<file path="config.mk">
export PLATFORM = sky130hd
export DESIGN_NAME = cache_ctrl_flat
export DESIGN_NICKNAME = d
export VERILOG_FILES = /design/src/cache_pkg.sv /design/src/dma_pkg.sv /design/src/dma_if.sv /design/src/cache_ctrl.sv /design/src/flat_wrapper.sv
export VERILOG_INCLUDE_DIRS = /design/src /design/src/src
export SDC_FILE = /design/constraint.sdc
export NUM_CORES = 2
export LEC_CHECK = 0
export BUFFER_PORTS_ARGS = -buffer_cell sky130_fd_sc_hd__buf_2
export CAP_MARGIN = 30
export CORE_AREA = 5 5 455 457
export DETAILED_ROUTE_END_ITERATION = 10
export DIE_AREA = 0 0 460 462
export PLACE_DENSITY = 0.69
export RECOVER_POWER = 50
export SLEW_MARGIN = 25
export SYNTH_ARGS = -nofsm -noshare
export SYNTH_HDL_FRONTEND = slang
export SYNTH_SLANG_ARGS = --single-unit
</file>
<file path="constraint.sdc">
create_clock -name clock_i -period 6.7 [get_ports clock_i]
set_clock_uncertainty 0.05 [all_clocks]
set_input_delay 1.675 -clock clock_i [delete_from_list [all_inputs] [get_ports clock_i]]
set_output_delay 1.675 -clock clock_i [all_outputs]
set_load 0.005 [all_outputs]
</file>
<file path="src/cache_defines.svh">
// Cache and memory geometry
// Widths, cache shape and mock memory size and latency, shared by
// the RTL and the testbench

`ifndef CACHE_DEFINES_SVH
`define CACHE_DEFINES_SVH

// ====================
// widths
`define CACHE_ADDR_W 32
`define CACHE_WORD_W 32

// ====================
// cache geometry
`define CACHE_SETS 16
`define CACHE_BLOCK_WORDS 4   // words per line

// ====================
// mock memory
`define MEM_WORDS 1024
`define MEM_LATENCY 4         // accepted read request to first read word

`endif

</file>
<file path="src/cache_pkg.sv">
// Cache request package
// Opcodes and packet layout of a cache request, plus the
// states of the cache controller

`default_nettype none

`include "cache_defines.svh"

package cache_pkg;

  typedef enum logic [5:0] {
    OP_LW = 6'd0,  // word load
    OP_SW = 6'd1   // store under byte mask
  } cache_op_e;

  // packed from the top down, maps onto request bits 73:0
  typedef struct packed {
    cache_op_e                   opcode;
    logic [`CACHE_WORD_W/8-1:0]  mask;
    logic [`CACHE_ADDR_W-1:0]    addr;
    logic [`CACHE_WORD_W-1:0]    data;
  } cache_pkt_s;

  typedef enum logic [2:0] {
    S_IDLE, S_LOOKUP, S_WB_REQ, S_WB_DATA, S_FILL_REQ, S_FILL_DATA, S_RESP
  } cache_state_e;

endpackage

`default_nettype wire

</file>
<file path="src/dma_pkg.sv">
// DMA side package
// Mock memory states and the word counter used to walk a block

`default_nettype none

`include "cache_defines.svh"

package dma_pkg;

  typedef enum logic [1:0] {
    M_IDLE,   // waiting for a request
    M_WAIT,   // read latency
    M_READ,
    M_WRITE
  } mem_state_e;

  typedef logic [$clog2(`CACHE_BLOCK_WORDS)-1:0] dma_cnt_t;

endpackage

`default_nettype wire

</file>
<file path="src/dma_if.sv">
// DMA link
// Request, read data and write data channels between the cache
// and the backing memory. The request and write channels use
// valid/yumi, the read channel uses valid/ready

`timescale 1ns/1ns
`default_nettype none

`include "cache_defines.svh"

interface dma_if;

  // ====================
  // request channel
  logic                     req_v;
  logic                     req_write_not_read;
  logic [`CACHE_ADDR_W-1:0] req_addr;    // block aligned
  logic                     req_yumi;

  // ====================
  // read channel
  logic                     rd_v;
  logic [`CACHE_WORD_W-1:0] rd_data;
  logic                     rd_ready;

  // ====================
  // write channel
  logic                     wr_v;
  logic [`CACHE_WORD_W-1:0] wr_data;
  logic                     wr_yumi;

  modport cache (
    output req_v, req_write_not_read, req_addr, input req_yumi,
    input rd_v, rd_data, output rd_ready,
    output wr_v, wr_data, input wr_yumi
  );

  modport mem (
    input req_v, req_write_not_read, req_addr, output req_yumi,
    output rd_v, rd_data, input rd_ready,
    input wr_v, wr_data, output wr_yumi
  );

endinterface

`default_nettype wire

</file>
<file path="src/cache_ctrl.sv">
// Blocking direct-mapped write-back data cache
// One request at a time. A miss writes back a dirty victim and
// fills the line over the DMA link before the response is built.
// Loads return the addressed word, stores return the merged word

`timescale 1ns/1ns
`default_nettype none

`include "cache_defines.svh"

module cache_ctrl
  import cache_pkg::*;
  import dma_pkg::*;
(
  input  wire             clock_i,
  input  wire             rst_n_i,

  input  wire cache_pkt_s pkt_i,
  input  wire             v_i,
  output logic            ready_o,

  output logic            v_o,
  output logic [`CACHE_WORD_W-1:0] data_o,
  input  wire             yumi_i,

  dma_if.cache            dma
);

  localparam int IDX_W   = $clog2(`CACHE_SETS);
  localparam int OFF_W   = $bits(dma_cnt_t);
  localparam int TAG_W   = `CACHE_ADDR_W - IDX_W - OFF_W - 2;
  localparam int BYTES   = `CACHE_WORD_W / 8;
  localparam dma_cnt_t LAST = dma_cnt_t'(`CACHE_BLOCK_WORDS - 1);

  // ====================
  // state and storage
  cache_state_e state;
  dma_cnt_t     cnt;          // word within the block being moved
  cache_pkt_s   pkt_r;
  logic         v_o_r;
  logic [`CACHE_WORD_W-1:0] data_o_r;

  logic [`CACHE_WORD_W-1:0] data_mem [`CACHE_SETS*`CACHE_BLOCK_WORDS];
  logic [TAG_W-1:0]         tag_mem  [`CACHE_SETS];
  logic [`CACHE_SETS-1:0]   valid_r;
  logic [`CACHE_SETS-1:0]   dirty_r;

  logic [TAG_W-1:0] tag;
  logic [IDX_W-1:0] idx;
  dma_cnt_t         off;
  logic             hit;
  logic             is_store;
  logic [`CACHE_WORD_W-1:0] merged;

  assign tag = pkt_r.addr[`CACHE_ADDR_W-1 -: TAG_W];
  assign idx = pkt_r.addr[OFF_W+2 +: IDX_W];
  assign off = pkt_r.addr[2 +: OFF_W];

  assign hit      = valid_r[idx] && (tag_mem[idx] == tag);
  assign is_store = (pkt_r.opcode == OP_SW);

  // byte merge of store data into the cached word
  always_comb begin
    merged = data_mem[{idx, off}];
    if (is_store) begin
      for (int b = 0; b < BYTES; b++) begin
        if (pkt_r.mask[b]) merged[8*b +: 8] = pkt_r.data[8*b +: 8];
      end
    end
  end

  // ====================
  // control FSM
  always_ff @(posedge clock_i) begin
    if (!rst_n_i) begin
      state   <= S_IDLE;
      cnt     <= '0;
      v_o_r   <= 1'b0;
      valid_r <= '0;
      dirty_r <= '0;
    end else begin
      if (v_o_r && yumi_i) v_o_r <= 1'b0;  // response taken

      case (state)
        S_IDLE: begin
          if (v_i && ready_o) state <= S_LOOKUP;
        end
        S_LOOKUP: begin
          if (hit) begin
            state <= S_RESP;
          end else if (valid_r[idx] && dirty_r[idx]) begin
            state <= S_WB_REQ;       // evict dirty victim first
          end else begin
            state <= S_FILL_REQ;
          end
        end
        S_WB_REQ: begin
          if (dma.req_yumi) begin
            state <= S_WB_DATA;
            cnt   <= '0;
          end
        end
        S_WB_DATA: begin
          if (dma.wr_yumi) begin
            cnt <= cnt + dma_cnt_t'(1);
            if (cnt == LAST) state <= S_FILL_REQ;
          end
        end
        S_FILL_REQ: begin
          if (dma.req_yumi) begin
            state <= S_FILL_DATA;
            cnt   <= '0;
          end
        end
        S_FILL_DATA: begin
          if (dma.rd_v) begin
            cnt <= cnt + dma_cnt_t'(1);
            if (cnt == LAST) begin
              state        <= S_RESP;
              valid_r[idx] <= 1'b1;
              dirty_r[idx] <= 1'b0;
            end
          end
        end
        S_RESP: begin
          v_o_r <= 1'b1;
          state <= S_IDLE;
          if (is_store) dirty_r[idx] <= 1'b1;
        end
        default: state <= S_IDLE;
      endcase
    end
  end

  // ====================
  // datapath
  always_ff @(posedge clock_i) begin
    if (v_i && ready_o) pkt_r <= pkt_i;

    if (state == S_FILL_DATA && dma.rd_v) begin
      data_mem[{idx, cnt}] <= dma.rd_data;
      if (cnt == LAST) tag_mem[idx] <= tag;
    end

    if (state == S_RESP) begin
      data_o_r <= merged;
      if (is_store) data_mem[{idx, off}] <= merged;
    end
  end

  assign ready_o = (state == S_IDLE) && !v_o_r;
  assign v_o     = v_o_r;
  assign data_o  = data_o_r;

  // dma side, victim address comes from the stored tag
  assign dma.req_v              = (state == S_WB_REQ) || (state == S_FILL_REQ);
  assign dma.req_write_not_read = (state == S_WB_REQ);
  assign dma.req_addr = (state == S_WB_REQ) ? {tag_mem[idx], idx, {(OFF_W+2){1'b0}}}
                                            : {tag, idx, {(OFF_W+2){1'b0}}};
  assign dma.rd_ready = (state == S_FILL_DATA);
  assign dma.wr_v     = (state == S_WB_DATA);
  assign dma.wr_data  = data_mem[{idx, cnt}];

  // ====================
  // checks
  a_legal_op: assert property (@(posedge clock_i) disable iff (!rst_n_i)
    (v_i && ready_o) |-> (pkt_i.opcode inside {OP_LW, OP_SW}))
    else $error("illegal opcode accepted");

  a_resp_hold: assert property (@(posedge clock_i) disable iff (!rst_n_i)
    (v_o && !yumi_i) |=> (v_o && $stable(data_o)))
    else $error("response dropped or changed before yumi");

  a_ready_after_yumi: assert property (@(posedge clock_i) disable iff (!rst_n_i)
    (v_o && yumi_i) |=> ready_o)
    else $error("ready_o did not return after the response was taken");

endmodule

`default_nettype wire

</file>
<file path="src/flat_wrapper.sv">
// flat-port wrapper written by rule: the top's interface ports become plain ports
module cache_ctrl_flat import cache_pkg::*; import dma_pkg::*;
  (clock_i, rst_n_i, pkt_i, v_i, ready_o, v_o, data_o, yumi_i, dma_req_v, dma_req_write_not_read, dma_req_addr, dma_req_yumi, dma_rd_v, dma_rd_data, dma_rd_ready, dma_wr_v, dma_wr_data, dma_wr_yumi);
  dma_if dma_i ();
  input  wire clock_i;
  input  wire rst_n_i;
  input  wire cache_pkt_s pkt_i;
  input  wire v_i;
  output logic ready_o;
  output logic v_o;
  output logic [`CACHE_WORD_W-1:0] data_o;
  input  wire yumi_i;
  output wire logic [$bits(dma_i.req_v)-1:0] dma_req_v;
  output wire logic [$bits(dma_i.req_write_not_read)-1:0] dma_req_write_not_read;
  output wire logic [$bits(dma_i.req_addr)-1:0] dma_req_addr;
  input wire logic [$bits(dma_i.req_yumi)-1:0] dma_req_yumi;
  input wire logic [$bits(dma_i.rd_v)-1:0] dma_rd_v;
  input wire logic [$bits(dma_i.rd_data)-1:0] dma_rd_data;
  output wire logic [$bits(dma_i.rd_ready)-1:0] dma_rd_ready;
  output wire logic [$bits(dma_i.wr_v)-1:0] dma_wr_v;
  output wire logic [$bits(dma_i.wr_data)-1:0] dma_wr_data;
  input wire logic [$bits(dma_i.wr_yumi)-1:0] dma_wr_yumi;
  assign dma_req_v = dma_i.req_v;
  assign dma_req_write_not_read = dma_i.req_write_not_read;
  assign dma_req_addr = dma_i.req_addr;
  assign dma_i.req_yumi = dma_req_yumi;
  assign dma_i.rd_v = dma_rd_v;
  assign dma_i.rd_data = dma_rd_data;
  assign dma_rd_ready = dma_i.rd_ready;
  assign dma_wr_v = dma_i.wr_v;
  assign dma_wr_data = dma_i.wr_data;
  assign dma_i.wr_yumi = dma_wr_yumi;
  cache_ctrl u_core (.clock_i(clock_i), .rst_n_i(rst_n_i), .pkt_i(pkt_i), .v_i(v_i), .ready_o(ready_o), .v_o(v_o), .data_o(data_o), .yumi_i(yumi_i), .dma(dma_i));
endmodule
</file>
=== Yosys cells after proc, flatten, opt, wreduce, memory -nomap -nowiden ===
Memories as Yosys holds them, arrays and structs flattened. A register that Yosys moved wholly into a read port is not among the register bits.
Cells that the tools add are included.

* Flip-flop bits (word level): 144
* Memory bits (writable): 2432
* Bits of input ports: 113
* Output and inout bits: 102
* Word-level logic and storage cells: 101
* Memories: 2

* Add/subtract/negate cells: 1
* $lt $le $gt $ge: 2
* Equal/unequal tests: 18
* Mux-type cells: 45
* Bitwise logic cells: 4
* Reduce and logical (&&, ||, !) cells: 19

{| class="wikitable"
|+ Memory list
! memory !! depth !! bits a word !! rd ports !! clocked after Yosys merged registers in !! wr ports !! RTL line !! RTL
|-
| u_core.data_mem || 64 || 32 || 2 || 1 || 1 || cache_ctrl.sv:43 || <nowiki>logic [`CACHE_WORD_W-1:0] data_mem [`CACHE_SETS*`CACHE_BLOCK_WORDS];</nowiki>
|-
| u_core.tag_mem || 16 || 24 || 1 || 1 || 1 || cache_ctrl.sv:44 || <nowiki>logic [TAG_W-1:0] tag_mem [`CACHE_SETS];</nowiki>
|}

{| class="wikitable"
|+ Operators with widths
! cell !! number
|-
| $mux W32 || 3
|-
| $mux W16 || 3
|-
| $mux W8 || 4
|-
| $or A16 B16 Y16 || 2
|-
| $pmux W16 S2 || 1
|-
| $reduce_or A32 Y1 || 1
|-
| $mux W3 || 9
|-
| $eq A24 B24 Y1 || 1
|-
| $pmux W3 S6 || 1
|-
| $and A16 B16 Y16 || 1
|-
| $not A16 Y16 || 1
|-
| $mux W1 || 14
|-
| $ne A2 B1 Y1 const B || 7
|-
| $mux W6 || 2
|-
| $eq A3 B3 Y1 const B || 3
|-
| $bmux W1 S4 || 2
|-
| $reduce_and A4 Y1 || 2
|-
| $logic_and A1 B1 Y1 || 7
|-
| $reduce_and A7 Y1 || 1
|-
| $eq A3 B2 Y1 const B || 2
|-
| $eq A6 B1 Y1 const B || 1
|-
| $mux W2 || 3
|-
| $pmux W2 S3 || 1
|-
| $lt A4 B5 Y1 const B || 1
|-
| other kinds (14) || 16
|}

=== Depth between registers and ports, before layout ===
* Depth in word-level cells: 9
* Depth in mapped cells: 12
* Gate-level depth less buffers: 8

=== Worst setup path after synthesis ===
Ideal clock, no wire load.

* Kind: input to register
* Start point: input dma_rd_v
* End point: memory u_core.tag_mem[12][0] (netlist name) (enable)
* Setup time: 0.473 ns
* Arrival time: 4.343 ns
* Path slack: 1.834 ns
* Cell stages on the path: 2
* Buffers on the path: 0
* Cell sequence: nand3_1 > nor4_1

* Longest elaborated chain between the ends: 3

{| class="wikitable"
|+ Ends and longest elaborated chain
! element !! RTL line !! RTL
|-
| from (decl) || flat_wrapper.sv:17 || <nowiki>input wire logic [$bits(dma_i.rd_v)-1:0] dma_rd_v;</nowiki>
|-
| $logic_and A1 B1 Y1 || cache_ctrl.sv:140 || <nowiki>if (state == S_FILL_DATA && dma.rd_v) begin</nowiki>
|-
| $mux W1 || cache_ctrl.sv:140 ||
|-
| $mux W1 (not written as such) || cache_ctrl.sv:142 || <nowiki>if (cnt == LAST) tag_mem[idx] <= tag;</nowiki>
|-
| to (decl) || cache_ctrl.sv:44 ||
|}

Every way passes these cells.

=== Worst setup path in the final report ===
* Start point: register u_core.state[1]
* End point: memory u_core.data_mem[47][16] (netlist name) (enable)

* Longest elaborated chain between the ends: 5

{| class="wikitable"
|+ Ends and longest elaborated chain
! element !! RTL line !! RTL
|-
| from (decl) || cache_ctrl.sv:37 || <nowiki>cache_state_e state;</nowiki>
|-
| from (signal assigned) || cache_ctrl.sv:76 || <nowiki>state <= S_IDLE;</nowiki>
|-
| from (signal assigned) || cache_ctrl.sv:86 || <nowiki>if (v_i && ready_o) state <= S_LOOKUP;</nowiki>
|-
| from (signal assigned) || cache_ctrl.sv:90 || <nowiki>state <= S_RESP;</nowiki>
|-
| $eq A3 B3 Y1 (on tied branches) || cache_ctrl.sv:145, cache_ctrl.sv:140 ||
|-
| $mux W1 or $logic_and A1 B1 Y1 (tied branches) || cache_ctrl.sv:145, cache_ctrl.sv:140 ||
|-
| $mux W1 (on tied branches) || cache_ctrl.sv:147, cache_ctrl.sv:140 ||
|-
| $reduce_or A32 Y1 (no source line) or $mux W1 (tied branches) || -- ||
|-
| $mux W6 (no source line) or $mux W1 (tied branches) || -- ||
|-
| to (decl) || cache_ctrl.sv:43 ||
|}

Several ways; a longest one is shown, not always the timed one.

==> results by group <==
Critical path
  – Most frequent CP cell: nand2_1
  – Crit path from: u_core.state[1]
  – Critical Path Stages: 8
  – CP max-delay cell: clkbuf_1
  – Crit path DAT: 7.01 ns
  – CP Data Required Time: 7.21 ns
  – Largest stage delay, worst path: 1.27 ns
  – Worst r2r path cells: 8
  – Critical path class: flop to flop
  – CP max FO: 16
  – Startpoint Class: flop
  – CP bufs+invs: 2
  – Crit end category: flop
  – Reg-to-Reg Start: u_core.state[1]
  – Worst path top cell family by delay: simple AND/OR/NAND/NOR gates
  – Worst path cell trace: nand2_1 -> nor2_1 -> clkbuf_1 -> nand2_1 -> a21boi_0 -> nand2_1 -> nor2_2 -> buf_4

Pwr
  – Comb power frac: 0.276
  – Cell Int Power: 33200 uW
  – Pwr per Cell Area: 360.7 nW/um^2
  – Clock network power share: 0.324
  – Flop pwr share: 0.400
  – Net Sw Frac: 0.2925
  – Max VDD drop: 0.0002872 V
  – Total power: 46930 uW
  – Net switching power of the design: about 14000 uW
  – Static leakage: 0.04007 uW

Clock tree
  – CTS resizes: 0
  – Clk_lat worst skew: 0.95 ns
  – Worst-path clk slew: 0.06 ns
  – Hold-fix buffers at CTS: 0
  – Cts bufs inserted: about 290
  – H-tree Lvls: 5
  – Sink Count: ~2600
  – Post-CTS Setup Inserts: 0
  – Bufs on Longest Clock Path: 4
  – Clk root buf: clkbuf_16
  – TritonCTS clock tree: built

Logic synthesis
  – Area leader, netlist: edfxtp_1
  – Post-synth EDFFs: between 2000 and 3000
  – Flops & latches, synth: 2580
  – Seq/Total Area, Yosys: 0.6713
  – Syn Area/Cell: 22.04 sq um
  – Async S/R FF share, synth: 0
  – Mapped Area: around 110000 sq um
  – Synth cell types: 59
  – Top post-synthesis cells by area: edfxtp_1 (66%), mux4_2 (26%), mux2i_1 (0.97%), dfxtp_1 (0.77%), buf_2 (0.62%)
  – Syn Inst Count: 5206
  – Post-synth top area share: 0.6637
  – Post-synth top flop: edfxtp_1
  – Ys Warns: 0

Drt
  – Routed met2 length: between 150000 and 200000 um
  – Via density: 7.559
  – First-pass DRT Iterations: 6
  – Met3 wire length: 51740 um
  – Final wirelength: around 370000 um
  – WL met1: around 130000 um
  – DRT iter0 DRCs: between 10000 and 15000
  – Vias: 64469
  – DR DRC count: 0
  – DR top layer: met5
  – Drt wl/cell: 43.29 um
  – Detail Route Antenna Nets: 0

Global route
  – First-pass GRT wire length: 505800 um
  – Tot GR Track Use: 0.3493
  – Largest net degree at the start of global routing: 95
  – Grt ovf: 0
  – Vias in the first global route: 63260
  – Initial antenna violation count: 15

Finish
  – Final core utilization: 0.6406
  – Share of layout cells above drive strength 1: 0.3981
  – FF/Latch Area: 77060 sq um
  – Layout fillers: 13432
  – Layout net count: 5738
  – Area growth syn-to-layout: 13.40%
  – Multi-input gate area: 36780 sq um

Worst hold path
  – Hold WC Path Type: flop to flop
  – Hold Startpoint: u_core.valid_r[15]
  – Min-Delay Path Depth: 1

Floorplanning
  – Core area: 203100 sq um
  – Die X: 460 um
  – Initial Utilization: 0.5649
  – Top Ports: 215
  – Row Count: roughly 170
  – Die height: 462 um
  – Total die area: 212500 sq um

STA
  – Worst hold slack: 0.4130 ns
  – Slew Limit Fails: 731
  – Setup-failing EPs final: 0
  – Tcrit/Tclk final: 0.9700
  – Final hold violations: 0
  – Unrepaired setup endpoints after global routing: false
  – Setup TNS: 0 ns
  – Fmax: 153.9 MHz
  – Slew headroom: -1.399
  – Final Critical Period: ~6.5 ns
  – Worst Max-Slew Pin Slew: between 3 and 4 ns
  – Setup ws final: 0.2007 ns

Placed design
  – Number of port buffers: 208
  – Dpl hpwl: approximately 210000 um
  – Final Wtd Congestion: 0.8455
  – Dpl ws: 1.499 ns

Run status
  – Status: finished, violations left
  – Failing checks: capacitance limit, slew limit

Run
  – Max-Cap Viols: 31
[layer usage]
layer  GRT usage  vias up
li1            -    23789
met1      0.4836    34486
met2      0.5235     5224
met3      0.1032      964
met4      0.1589        6
met5           0        -
[flip-flops by register name, indices dropped and copies added (netlist names), named ones only]
name             flops
u_core.cnt           2
u_core.v_o           1
u_core.data_o       32
u_core.off           2
u_core.idx           4
u_core.tag_mem     384
u_core.data_mem   2048
u_core.pkt_r        66
u_core.state         3
u_core.valid_r      16
[layout by cell type (no fill, tap or decap), drive strengths merged, types with 24 or more instances in the layout]
| master | Yosys | routed |
|---|---|---|
| mux4 | 1344 | 1344 |
| nand2 | 184 | 184 |
| a31oi | 37 | 37 |
| nor2b | 24 | 24 |
| buf | 220 | 401 |
| a22oi | 86 | 86 |
| clkinv | 0 | 94 |
| mux2 | 28 | 28 |
| dfxtp | 44 | 44 |
| o21ai | 29 | 29 |
| clkbuf | 166 | 476 |
| edfxtp | 2536 | 2536 |
| nor2 | 139 | 139 |
| mux2i | 111 | 111 |
[cell usage after synthesis (7+ instances only)]
cell	count
a22oi_1	86
buf_6	9
a31oi_1	37
nor2b_1	24
nor2_1	139
o21ai_0	21
mux2_2	28
edfxtp_1	2536
a22o_1	10
mux4_2	1344
a221o_1	8
nand2_1	184
o21a_1	19
nand3b_1	9
a21oi_1	20
and3_1	8
nand2b_1	15
o21ai_1	8
xor2_1	7
buf_4	27
nor3_1	22
o22ai_1	9
nand3_1	17
mux2i_1	111
xnor2_1	14
dfxtp_1	44
buf_1	42
buf_2	142
a221oi_1	14
and2_1	10
clkbuf_1	166
nand4_1	7
[worst reg2reg max path, delay by kind of cell, from the launching register on]
kind                   cells  cell delay [ns]
and+or+nand+nor            5             3.04
buffers and inverters      2             1.88
AOI/OAI and AO/OA          1             0.61
DFF                        1             0.52
[power groups by stage]
stage	combinational, uW	sequential, uW	clock, uW
after floorplan	8920	18700	0
after global placement	12800	19100	0
after detailed placement	12900	19100	0
after CTS	13000	18700	15300
after global routing	13500	18800	16000
final	13000	18800	15200
[cell families (layout without fill, tap and decap cells)]
family	Yosys count	in the layout	share of synthesized area
flip-flops	2580	2580	0.6713
multiplexers	1483	1483	0.2762
other	1	17	0.00003268
AO/OA/AOI/OAI	271	271	0.01705
XOR/XNOR	21	21	0.001603
adder cells (fa/ha/maj)	1	1	0.0001090
AND/OR/NAND/NOR	458	458	0.01783
buffers and inverters	391	1010	0.01581
[final cells by class]
class                   count  share of cell area
well taps                2688             0.02585
inverters                   5           0.0001731
flip-flops and latches   2580              0.5922
multi-input cells        2238              0.2827
diodes                     13           0.0002500
repair buffers            514             0.03085
clock buffers             363             0.05900
clock inverters           128            0.009019
[stage by stage]
stage          area, sq um  cells
5_1_grt             130100   8519
6_report            130100   8529
3_3_place_gp        121600   8015
4_1_cts             130700   8516
3_5_place_dp        121900   8025
2_1_floorplan       114800   5209
[worst paths after layout]
| check | endpoint | slack [ns] |
|---|---|---|
| max reg2reg | u_core.data_mem[47][16] | 0.20 |
| min reg2reg | u_core.valid_r[15] | 0.41 |
| min | u_core.valid_r[15] | 0.41 |
| max | u_core.data_mem[47][16] | 0.20 |
(Power assumes the default switching activity.)
